$ cat src/hw/trace_pkg.sv
// Shared widths and the stage enum for the pipeline tracer
// Cycle stamps and the log counters wrap, the stall count saturates
// LOG_DEPTH_DEF is the default log depth and must stay a power of two

package trace_pkg;

  ////////////////////////////////////////////////////////////
  // Widths with a meaning
  ////////////////////////////////////////////////////////////
  typedef logic [7:0]  tag_t;        // Tag the CPU gives a fetched instruction
  typedef logic [15:0] cycle_t;      // Free-running cycle stamp, wraps
  typedef logic [5:0]  stall_cnt_t;  // Stall cycles in IF and ID, saturates
  typedef logic [15:0] count_t;      // Retired and flushed totals, wrap
  typedef logic [2:0]  occ_t;        // Valid slots, 0 to 5

  ////////////////////////////////////////////////////////////
  // Pipeline stages
  ////////////////////////////////////////////////////////////
  // Also the slot index in the tracker, so order matters
  typedef enum logic [2:0] {
    ST_IF  = 3'd0,  // Fetch
    ST_ID  = 3'd1,  // Decode
    ST_EX  = 3'd2,  // Execute
    ST_MEM = 3'd3,  // Memory
    ST_WB  = 3'd4   // Writeback
  } stage_t;

  // Default retire log depth in records
  localparam int LOG_DEPTH_DEF = 8;

endpackage

$ cat src/hw/stage_tracker.sv
// Tracks one instruction per stage of a five-stage in-order pipeline
// Flush wins over stall; fetch_valid is only taken when neither is high
// Stall holds IF and ID and bubbles EX, MEM and WB always advance
// Retire outputs come straight from the WB slot, one cycle per instruction
// Stall counts saturate at the stall_cnt_t maximum

`timescale 1ns/10ps

module stage_tracker import trace_pkg::*; (
  input  logic       clk,
  input  logic       rst_n,
  input  logic       fetch_valid,         // Instruction offered to IF this cycle
  input  tag_t       fetch_tag,
  input  logic       stall,               // Hold IF and ID
  input  logic       flush,               // Kill IF and ID
  output occ_t       occupancy,           // Valid slots right now
  output logic       retire_valid,        // WB holds a valid instruction
  output tag_t       retire_tag,
  output cycle_t     retire_fetch_cycle,
  output cycle_t     retire_cycle,
  output stall_cnt_t retire_stall_cnt,
  output logic [1:0] flush_kill_cnt       // Valid slots killed by this flush
);

  ////////////////////////////////////////////////////////////
  // Slot storage, one entry per stage
  ////////////////////////////////////////////////////////////
  logic       slot_valid [ST_IF:ST_WB];
  tag_t       slot_tag   [ST_IF:ST_WB];
  cycle_t     slot_fc    [ST_IF:ST_WB];   // Fetch stamp
  stall_cnt_t slot_sc    [ST_IF:ST_WB];   // Stall cycles so far

  cycle_t cycle_cnt;                      // Free-running stamp source
  logic   advance;                        // Front end moves this edge
  logic   hold;                           // Front end held by stall

  assign advance = !flush && !stall;
  assign hold    = !flush && stall;

  ////////////////////////////////////////////////////////////
  // Cycle counter
  ////////////////////////////////////////////////////////////
  always_ff @(posedge clk or negedge rst_n) begin
    if (!rst_n) begin
      cycle_cnt <= '0;                    // Reads 0 in the first cycle after reset
    end else begin
      cycle_cnt <= cycle_cnt + 1'b1;      // Wraps at 2^16
    end
  end

  ////////////////////////////////////////////////////////////
  // Valid bits
  ////////////////////////////////////////////////////////////
  always_ff @(posedge clk or negedge rst_n) begin
    if (!rst_n) begin
      for (int s = ST_IF; s <= ST_WB; s++) begin
        slot_valid[s] <= 1'b0;
      end
    end else begin
      // Back end never waits
      slot_valid[ST_WB]  <= slot_valid[ST_MEM];
      slot_valid[ST_MEM] <= slot_valid[ST_EX];
      if (flush) begin
        slot_valid[ST_IF] <= 1'b0;        // Killed, fetch_valid ignored
        slot_valid[ST_ID] <= 1'b0;        // Killed
        slot_valid[ST_EX] <= 1'b0;        // Bubble in
      end else if (stall) begin
        slot_valid[ST_EX] <= 1'b0;        // Bubble in, IF and ID hold
      end else begin
        slot_valid[ST_EX] <= slot_valid[ST_ID];
        slot_valid[ST_ID] <= slot_valid[ST_IF];
        slot_valid[ST_IF] <= fetch_valid; // New instruction or bubble
      end
    end
  end

  ////////////////////////////////////////////////////////////
  // Slot payload
  ////////////////////////////////////////////////////////////
  always_ff @(posedge clk) begin
    slot_tag[ST_WB]  <= slot_tag[ST_MEM];
    slot_fc[ST_WB]   <= slot_fc[ST_MEM];
    slot_sc[ST_WB]   <= slot_sc[ST_MEM];
    slot_tag[ST_MEM] <= slot_tag[ST_EX];
    slot_fc[ST_MEM]  <= slot_fc[ST_EX];
    slot_sc[ST_MEM]  <= slot_sc[ST_EX];

    if (advance) begin
      slot_tag[ST_EX] <= slot_tag[ST_ID];
      slot_fc[ST_EX]  <= slot_fc[ST_ID];
      slot_sc[ST_EX]  <= slot_sc[ST_ID];
      slot_tag[ST_ID] <= slot_tag[ST_IF];
      slot_fc[ST_ID]  <= slot_fc[ST_IF];
      slot_sc[ST_ID]  <= slot_sc[ST_IF];
      // Stamp is the counter value during the first IF cycle,
      // which is the value after this edge
      slot_tag[ST_IF] <= fetch_tag;
      slot_fc[ST_IF]  <= cycle_cnt + 1'b1;
      slot_sc[ST_IF]  <= '0;
    end else if (hold) begin
      // Held instructions collect one stall cycle each
      if (slot_valid[ST_IF] && slot_sc[ST_IF] != '1) begin
        slot_sc[ST_IF] <= slot_sc[ST_IF] + 1'b1;
      end
      if (slot_valid[ST_ID] && slot_sc[ST_ID] != '1) begin
        slot_sc[ST_ID] <= slot_sc[ST_ID] + 1'b1;
      end
    end
    // On flush the front payload is left as is, the valid bits are gone
  end

  ////////////////////////////////////////////////////////////
  // Outputs
  ////////////////////////////////////////////////////////////
  // Retire record straight from WB
  assign retire_valid       = slot_valid[ST_WB];
  assign retire_tag         = slot_tag[ST_WB];
  assign retire_fetch_cycle = slot_fc[ST_WB];
  assign retire_cycle       = cycle_cnt;        // Counter during the WB cycle
  assign retire_stall_cnt   = slot_sc[ST_WB];

  // Valid instructions lost to this flush, 0 to 2
  assign flush_kill_cnt = flush ? ({1'b0, slot_valid[ST_IF]} + {1'b0, slot_valid[ST_ID]})
                                : 2'd0;

  // Count of valid slots
  always_comb begin
    occupancy = '0;
    for (int s = ST_IF; s <= ST_WB; s++) begin
      occupancy = occupancy + occ_t'(slot_valid[s]);
    end
  end

endmodule

$ cat src/hw/retire_log.sv
// Show-ahead FIFO of retire records plus retired and flushed totals
// LOG_DEPTH must be a power of two, 2 or more
// A record arriving while full is dropped, even if a pop happens that cycle
// log_overflow is sticky until reset; the pipeline is never stalled
// Totals wrap at 2^16, retired_count also counts dropped records

`timescale 1ns/10ps

module retire_log import trace_pkg::*; #(
  parameter int LOG_DEPTH = LOG_DEPTH_DEF
) (
  input  logic       clk,
  input  logic       rst_n,
  input  logic       retire_valid,        // Record offered this cycle
  input  tag_t       retire_tag,
  input  cycle_t     retire_fetch_cycle,
  input  cycle_t     retire_cycle,
  input  stall_cnt_t retire_stall_cnt,
  input  logic [1:0] flush_kill_cnt,
  input  logic       log_pop,             // Strobe, ignored when empty
  output logic       log_valid,
  output tag_t       log_tag,
  output cycle_t     log_fetch_cycle,
  output cycle_t     log_retire_cycle,
  output stall_cnt_t log_stall_cnt,
  output logic       log_overflow,
  output count_t     retired_count,
  output count_t     flushed_count
);

  localparam int PTR_W = $clog2(LOG_DEPTH);

  ////////////////////////////////////////////////////////////
  // Storage
  ////////////////////////////////////////////////////////////
  tag_t       tag_mem [LOG_DEPTH];
  cycle_t     fc_mem  [LOG_DEPTH];        // Fetch stamps
  cycle_t     rc_mem  [LOG_DEPTH];        // Retire stamps
  stall_cnt_t sc_mem  [LOG_DEPTH];

  logic [PTR_W-1:0] wr_ptr;
  logic [PTR_W-1:0] rd_ptr;
  logic [PTR_W:0]   fill;                 // 0 to LOG_DEPTH
  logic             full;
  logic             do_wr;
  logic             do_rd;

  assign full      = (fill == (PTR_W+1)'(LOG_DEPTH));
  assign log_valid = (fill != '0);
  assign do_wr     = retire_valid && !full;
  assign do_rd     = log_pop && log_valid;

  // Write port, no reset on the array
  always_ff @(posedge clk) begin
    if (do_wr) begin
      tag_mem[wr_ptr] <= retire_tag;
      fc_mem[wr_ptr]  <= retire_fetch_cycle;
      rc_mem[wr_ptr]  <= retire_cycle;
      sc_mem[wr_ptr]  <= retire_stall_cnt;
    end
  end

  ////////////////////////////////////////////////////////////
  // Pointers, fill level and overflow
  ////////////////////////////////////////////////////////////
  always_ff @(posedge clk or negedge rst_n) begin
    if (!rst_n) begin
      wr_ptr       <= '0;
      rd_ptr       <= '0;
      fill         <= '0;
      log_overflow <= 1'b0;
    end else begin
      if (do_wr) wr_ptr <= wr_ptr + 1'b1;     // Wraps on power-of-two depth
      if (do_rd) rd_ptr <= rd_ptr + 1'b1;
      case ({do_wr, do_rd})
        2'b10:   fill <= fill + 1'b1;
        2'b01:   fill <= fill - 1'b1;
        default: fill <= fill;               // Both or neither
      endcase
      if (retire_valid && full) begin
        log_overflow <= 1'b1;                // Record lost, stays set
      end
    end
  end

  ////////////////////////////////////////////////////////////
  // Totals
  ////////////////////////////////////////////////////////////
  always_ff @(posedge clk or negedge rst_n) begin
    if (!rst_n) begin
      retired_count <= '0;
      flushed_count <= '0;
    end else begin
      if (retire_valid) begin
        retired_count <= retired_count + 1'b1;   // Every attempt
      end
      flushed_count <= flushed_count + count_t'(flush_kill_cnt);
    end
  end

  // Oldest record, shown ahead of the pop
  assign log_tag          = tag_mem[rd_ptr];
  assign log_fetch_cycle  = fc_mem[rd_ptr];
  assign log_retire_cycle = rc_mem[rd_ptr];
  assign log_stall_cnt    = sc_mem[rd_ptr];

endmodule

$ cat src/hw/pipe_trace_top.sv
// Pipeline tracer top, stage tracker feeding the retire log
// LOG_DEPTH sets the log size and must be a power of two, 2 or more
// Records show up on the log outputs the cycle after their WB cycle

`timescale 1ns/10ps

module pipe_trace_top import trace_pkg::*; #(
  parameter int LOG_DEPTH = LOG_DEPTH_DEF
) (
  input  logic       clk,
  input  logic       rst_n,
  input  logic       fetch_valid,
  input  tag_t       fetch_tag,
  input  logic       stall,
  input  logic       flush,
  input  logic       log_pop,
  output logic       log_valid,
  output tag_t       log_tag,
  output cycle_t     log_fetch_cycle,
  output cycle_t     log_retire_cycle,
  output stall_cnt_t log_stall_cnt,
  output logic       log_overflow,
  output count_t     retired_count,
  output count_t     flushed_count,
  output occ_t       occupancy
);

  ////////////////////////////////////////////////////////////
  // Tracker to log
  ////////////////////////////////////////////////////////////
  logic       retire_valid;
  tag_t       retire_tag;
  cycle_t     retire_fetch_cycle;
  cycle_t     retire_cycle;
  stall_cnt_t retire_stall_cnt;
  logic [1:0] flush_kill_cnt;

  stage_tracker stage_tracker_i (
    .clk                (clk),
    .rst_n              (rst_n),
    .fetch_valid        (fetch_valid),
    .fetch_tag          (fetch_tag),
    .stall              (stall),
    .flush              (flush),
    .occupancy          (occupancy),
    .retire_valid       (retire_valid),
    .retire_tag         (retire_tag),
    .retire_fetch_cycle (retire_fetch_cycle),
    .retire_cycle       (retire_cycle),
    .retire_stall_cnt   (retire_stall_cnt),
    .flush_kill_cnt     (flush_kill_cnt)
  );

  retire_log #(
    .LOG_DEPTH (LOG_DEPTH)
  ) retire_log_i (
    .clk                (clk),
    .rst_n              (rst_n),
    .retire_valid       (retire_valid),
    .retire_tag         (retire_tag),
    .retire_fetch_cycle (retire_fetch_cycle),
    .retire_cycle       (retire_cycle),
    .retire_stall_cnt   (retire_stall_cnt),
    .flush_kill_cnt     (flush_kill_cnt),
    .log_pop            (log_pop),
    .log_valid          (log_valid),
    .log_tag            (log_tag),
    .log_fetch_cycle    (log_fetch_cycle),
    .log_retire_cycle   (log_retire_cycle),
    .log_stall_cnt      (log_stall_cnt),
    .log_overflow       (log_overflow),
    .retired_count      (retired_count),
    .flushed_count      (flushed_count)
  );

endmodule

$ cat config.mk
export PLATFORM = sky130hd
export DESIGN_NAME = pipe_trace_top
export DESIGN_NICKNAME = d
export VERILOG_FILES = /design/src/hw/trace_pkg.sv /design/src/hw/stage_tracker.sv /design/src/hw/retire_log.sv /design/src/hw/pipe_trace_top.sv
export SDC_FILE = /design/constraint.sdc
export NUM_CORES = 1
export LEC_CHECK = 0
export BUFFER_PORTS_ARGS = -buffer_cell sky130_fd_sc_hd__buf_4
export CELL_PAD_IN_SITES_DETAIL_PLACEMENT = 1
export CELL_PAD_IN_SITES_GLOBAL_PLACEMENT = 1
export CORE_ASPECT_RATIO = 0.5
export CORE_MARGIN = 1.5
export CORE_UTILIZATION = 40
export DETAILED_ROUTE_END_ITERATION = 8
export GPL_TIMING_DRIVEN = 1
export PLACE_DENSITY = 0.65
export SKIP_LAST_GASP = 1
export SYNTH_ARGS = -nofsm -noshare
export SYNTH_HDL_FRONTEND = slang
export SYNTH_HIERARCHICAL = 1
export SYNTH_SLANG_ARGS = --single-unit
$ cat constraint.sdc
create_clock -name clk -period 5.7 [get_ports clk]
set_input_delay 0.285 -clock clk [delete_from_list [all_inputs] [get_ports clk]]
set_output_delay 0.285 -clock clk [all_outputs]
set_load 0.005 [all_outputs]
==> results of run 1 <==
[routing by layer]
metal | vias to the layer above | track usage | wire [um]
met5 | - | 0 | 0
met4 | 0 | 0.0305 | 542
met3 | 45 | 0.0273 | 1810
met2 | 156 | 0.247 | 19500
met1 | 4878 | 0.217 | 18100
li1 | 4200 | - | -
[worst max-delay path: stages, from the launching register on]
cell	delay (ns)
dfrtp_4	0.87
buf_4	0.73
mux4_2	0.41
mux2_2	0.32
buf_4	0.15
[power groups by stage]
stage / Clock (uW) / Sequential, uW / Combinational [uW]
final: 3540 / 4910 / 1870
after floorplan: 0 / 4810 / 1380
after detailed placement: 0 / 5020 / 1930
after CTS: 3630 / 4930 / 1940
after global placement: 0 / 5010 / 1900
after global routing: 3790 / 4950 / 2040
[cells by family after synthesis]
kind of cell	count (synthesis)	synth area share
mux	146	0.126
compound gates	18	0.00639
buf+inv	74	0.0206
xor+xnor	54	0.0224
simple gates	118	0.0303
flops	582	0.782
fa+ha+maj	17	0.0115
[final timing paths]
path	end	slack, ns	cells after the start
worst max-delay path	log_retire_cycle[15]	2.24	4
worst min-delay path	stage_tracker_i/slot_valid[4]	0.12	4
worst max register to register	retire_log_i/tag_mem[2][6]	2.57	4
worst min register to register	stage_tracker_i/slot_sc[4][5]	0.31	0
max in group asynchronous	retire_log_i/rd_ptr[0]	4.61	2
min in group asynchronous	stage_tracker_i/retire_cycle[3]	0.38	2
[cell type report]
class,count,area [um2]
Tap cell,701,877
Clock inverter,32,338
Clock buffer,62,1410
Sequential cell,582,16600
Fill cell,4822,27600
Timing Repair Buffer,122,961
Multi-Input combinational cell,353,4230
Inverter,24,90.1
[stage by stage]
step                instance area (um2)  hold slack (ns)  power, uW   util
detailed placement                22600            0.313       6940  0.434
global placement                  22600            0.310       6910  0.434
finish                            24500            0.115      10300  0.470
global route                      24500            0.111      10800  0.470
CTS                               24500           0.0878      10500  0.470
floorplan                         21200          -0.0106       6190      -
[placed cells by master, fill, tap and decap left out, drive strengths merged, types with 2 or more instances in the layout]
| cell | instances |
|---|---|
| edfxtp | 458 |
| buf | 109 |
| mux4 | 92 |
| dfrtp | 64 |
| clkbuf | 62 |
| dfxtp | 60 |
| mux2 | 51 |
| xnor2 | 29 |
| nand2 | 28 |
| inv | 26 |
| xor2 | 25 |
| clkinv | 19 |
| nor2 | 19 |
| nand3 | 16 |
| nor3 | 14 |
| dlygate4sd3 | 13 |
| ha | 13 |
| nand4 | 11 |
| clkinvlp | 7 |
| nand2b | 6 |
| nor4 | 6 |
| and3 | 5 |
| o21ai | 5 |
| bufinv | 4 |
| fa | 4 |
| mux2i | 3 |
| and2 | 3 |
| a21oi | 3 |
| a21o | 2 |
| and4 | 2 |
| nor2b | 2 |
| nand3b | 2 |
[registers in the layout (all words and copies together), names as in the netlist, 30 cells and up]
| register | flops |
|---|---|
| retire_log_i/tag_mem | 64 |
| stage_tracker_i/slot_sc | 30 |
| retire_log_i/fc_mem | 128 |
| retire_log_i/rc_mem | 128 |
| stage_tracker_i/slot_fc | 80 |
| stage_tracker_i/slot_tag | 40 |
| retire_log_i/sc_mem | 48 |
==> impl_metrics.json, run 1 <==
{
  "status": "completed",
  "dp.cells": 1769,
  "grt_start_max_net_pins": 65,
  "hold_class": "in2reg",
  "cp.required_ns": 5.41,
  "ys.flop_type": "edfxtp_1",
  "slew_headroom": 0.350,
  "ys_top_cells_by_area": "edfxtp_1, mux4_2, dfrtp_1",
  "layout.cells.non_filler": 1876,
  "ys_ff_latch": 582,
  "synth_top_area_frac": 0.650,
  "grt_pass1_wl_mm": 63.4,
  "setup_tns_ns": 0,
  "dieHeight_um": 166,
  "detail-route-antenna-nets": 0,
  "antenna_found_initial": 0,
  "power_leakage_uw": 0.00856,
  "slew_violations": 0,
  "crit_path_end_kind": "primary output",
  "cts_resized": 0,
  "fin_crit_ns": 3.46,
  "synthesis.nets": 1040,
  "clkSinkCount": 582,
  "ys_warn_count": 6,
  "viasPerCell": 4.95,
  "postCtsSetupRepairBufs": 0,
  "startpoint": "retire_log_i/rd_ptr[1]",
  "drive_above_1_share": 0.302,
  "start_util": 0.406,
  "async_flop_share": 0.110,
  "worstSetupPathType": "reg2out",
  "wl_per_cell_um": 21.3,
  "skew_ns": 0.0352,
  "ir_drop_v": 0.000237,
  "hold_viol": 0,
  "netlist_area_um2": 21200,
  "rsz0062_at_grt": "false",
  "switching_power_uw": 2570,
  "ys_top_cells_by_count": "edfxtp_1, mux4_2, dfrtp_1, dfxtp_1, mux2_2",
  "totalWireLength_mm": 40.0,
  "clock_path_buffers": 3,
  "die_area_um2": 54400,
  "power_frac_comb": 0.181,
  "min-delay-start": "flush",
  "dieWidth_um": 328,
  "core-area_um2": 52100,
  "worstSetupStartpointType": "flop",
  "clock-root-buffer": "clkbuf_16",
  "critPathArrivalTime_ns": 3.18,
  "drc": 0,
  "finalCritPeriodShare": 0.607,
  "htree_levels": 2,
  "boundaryPins": 97,
  "ys_seq_area_frac": 0.782,
  "cp_max_fo": 50,
  "grt_pass1_vias": 10300,
  "power.density_nw_per_um2": 422,
  "p_int_uw": 7750,
  "setup_viol": 0,
  "area_delta_synth_final_pct": 15.7,
  "rows": 59,
  "p_seq_frac": 0.476,
  "synth_area_leader_cell": "edfxtp_1",
  "yosysMostFrequentCell": "edfxtp_1",
  "synth.avg_cell_area_um2": 21.0,
  "cts_hold_buffers": 13,
  "setup_slack_ns": 2.24,
  "diodes": 0,
  "synth_edf_count": 458,
  "nets": 1164,
  "clk-insertion-delay-late_ns": 0.60,
  "worst_pin_slew_ns": 0.973,
  "drv_cap": 0,
  "swShare": 0.249,
  "synth.distinct_cells": 49,
  "fmax_mhz": 289,
  "power_frac_clock": 0.343,
  "hpwl_mm": 22.5,
  "cts_made_buffers": 50,
  "gp_congestion": 0.710,
  "grt.overflow.total": 0,
  "drtIter0Drc": 536,
  "grtUsageTotal": 0.152,
  "io_buffers": 96,
  "drtPass1Iterations": 4,
  "dp_slack_ns": 2.55,
  "cts_tree": "done",
  "cts.clk_slew.worst_paths_ns": 0.06,
  "synth_cells": 1009,
  "r2r_start": "stage_tracker_i/retire_valid",
  "vias": 9279
}
(Power assumes the default switching activity.)
==> run 2, diff against run 1 <==
--- a/config.mk
+++ b/config.mk
@@ -13,7 +13,7 @@
 export CORE_UTILIZATION = 40
 export DETAILED_ROUTE_END_ITERATION = 8
 export GPL_TIMING_DRIVEN = 1
-export PLACE_DENSITY = 0.65
+export PLACE_DENSITY = 0.67
 export SKIP_LAST_GASP = 1
 export SYNTH_ARGS = -nofsm -noshare
 export SYNTH_HDL_FRONTEND = slang
==> constraint.sdc (replaced) <==
create_clock -name clk -period 2.9 [get_ports clk]
set_input_delay 0.145 -clock clk [delete_from_list [all_inputs] [get_ports clk]]
set_output_delay 0.145 -clock clk [all_outputs]
set_load 0.005 [all_outputs]
==> run 2 against run 1 <==
Combinational power is 120% higher. Register-to-register slack got worse by 2.4 ns. First-iteration DRC count grew 29%. Largest power group unchanged.
==> impl_metrics.json, run 2 (synthesis gave the netlist of run 1 again) <==
{
  "use_met3": 0.0253,
  "worstSetupStartpointType": "flop",
  "nFillCells": 4845,
  "cts.clk_slew.worst_paths_ns": 0.06,
  "status": "completed",
  "cp.required_ns": 2.76,
  "vias": 9502,
  "hold_viol": 0,
  "clkSinkCount": 582,
  "grt_pass1_wl_mm": 63.6,
  "fmax_mhz": 369,
  "startpoint": "stage_tracker_i/retire_valid",
  "slew_headroom": 0.367,
  "slew_violations": 0,
  "antenna_found_initial": 0,
  "wl_per_cell_um": 21.4,
  "grtUsageTotal": 0.152,
  "rows": 59,
  "skew_ns": 0.0199,
  "critPathArrivalTime_ns": 2.57,
  "rsz0062_at_grt": "false",
  "cp_top_family": "adder cells",
  "clk-insertion-delay-late_ns": 0.58,
  "grt_pass1_vias": 10600,
  "worst_pin_slew_ns": 0.949,
  "r2r_start": "retire_log_i/fill[0]",
  "crit_slowest_cell": "fa_1",
  "drv_cap": 0,
  "fin_crit_ns": 2.71,
  "cp_max_fo": 9,
  "dieHeight_um": 166,
  "start_util": 0.406,
  "grt.overflow.total": 0,
  "cts_tree": "done",
  "clock_path_buffers": 3,
  "drtIter0Drc": 694,
  "grtUsageMet1": 0.206,
  "area_delta_synth_final_pct": 16.7,
  "diodes": 0,
  "hpwl_mm": 22.4,
  "ir_drop_v": 0.000450,
  "grtUsageMet2": 0.257,
  "detail-route-antenna-nets": 0,
  "worstPathCellList": "buf_4 > inv_1 > fa_1 > inv_1 > fa_1 > ha_1 > buf_4",
  "drc": 0,
  "max_stage_delay_ns": 0.53,
  "viasPerCell": 5.02,
  "finalPower_uw": 20400,
  "path_buf_inv": 4,
  "dp.cells": 1780,
  "nets": 1180,
  "die_area_um2": 54400,
  "gp_congestion": 0.737,
  "hold_class": "in2async",
  "io_buffers": 96,
  "dieWidth_um": 328,
  "final_cell_mix": "edfxtp_1, buf_4, mux4_2",
  "boundaryPins": 97,
  "clock-root-buffer": "clkbuf_16",
  "totalWireLength_mm": 40.5,
  "htree_levels": 2,
  "dp_slack_ns": 0.0666,
  "power.density_nw_per_um2": 825,
  "largestRegisters": "retire_log_i/fc_mem x128, retire_log_i/rc_mem x128, stage_tracker_i/slot_fc x80",
  "drive_above_1_share": 0.302,
  "grt_start_max_net_pins": 65,
  "cts_made_buffers": 52,
  "power_leakage_uw": 0.00864,
  "worstSetupPathType": "reg2out",
  "setup_slack_ns": 0.189,
  "drtPass1Iterations": 4,
  "setup_tns_ns": 0,
  "core-area_um2": 52100,
  "crit_path_end_kind": "primary output",
  "layout_commonest_cell": "edfxtp_1",
  "layout.cells.non_filler": 1893,
  "setup_viol": 0,
  "top_usage_layer": "met2",
  "finalCritPeriodShare": 0.935
}
-- run 2: cell type report --
cell class,count,area [um2],area share
clock buffers,75,1450,0.0586
clock inverters,22,235,0.00952
inverters,24,90.1,0.00365
multi-input cells,353,4250,0.172
flip-flops and latches,582,16600,0.671
well taps,701,877,0.0355
repair buffers,136,1230,0.0500
-- run 2: where the power goes --
group | switching [uW] | leakage [uW] | internal [uW]
Combinational | 1700 | 0.00224 | 2380
Sequential | 384 | 0.00558 | 9150
Clock | 2990 | 0.000814 | 3770
Total | 5080 | 0.00864 | 15300
-- run 2: per-layer routing --
layer | part of all wire | vias up
li1 | - | 4222
met1 | 0.45 | 5072
met2 | 0.50 | 145
met3 | 0.033 | 63
met4 | 0.019 | 0
met5 | 0 | -
-- run 2: through the flow --
step	hold slack, ns	area, um2	util
2_1_floorplan	-0.151	21200	-
3_3_place_gp	0.310	22800	0.438
3_5_place_dp	0.313	22800	0.438
4_1_cts	0.259	24700	0.474
5_1_grt	0.265	24700	0.474
6_report	0.250	24700	0.474
-- run 2: worst paths after layout --
check | to | slack, ns | cells past startpoint
setup / recovery | occupancy[1] | 0.19 | 7
max in group asynchronous | retire_log_i/rd_ptr[0] | 1.94 | 2
min in group clk | stage_tracker_i/slot_tag[0][7] | 0.29 | 2
hold reg to reg | stage_tracker_i/slot_fc[0][74] | 0.33 | 0
setup reg to reg | retire_log_i/fill[3] | 0.21 | 10
hold / removal | stage_tracker_i/retire_cycle[0] | 0.25 | 2
-- run 2: repair_timing --
| action | 4_1_cts | 5_1_grt |
|---|---|---|
| hold buffers | 15 | 0 |
| resized for setup | 0 | 2 |
| hold endpoints to repair | 78 | 0 |
| setup buffers | 1 | 0 |
| endpoints found under the setup margin | 3 | 1 |
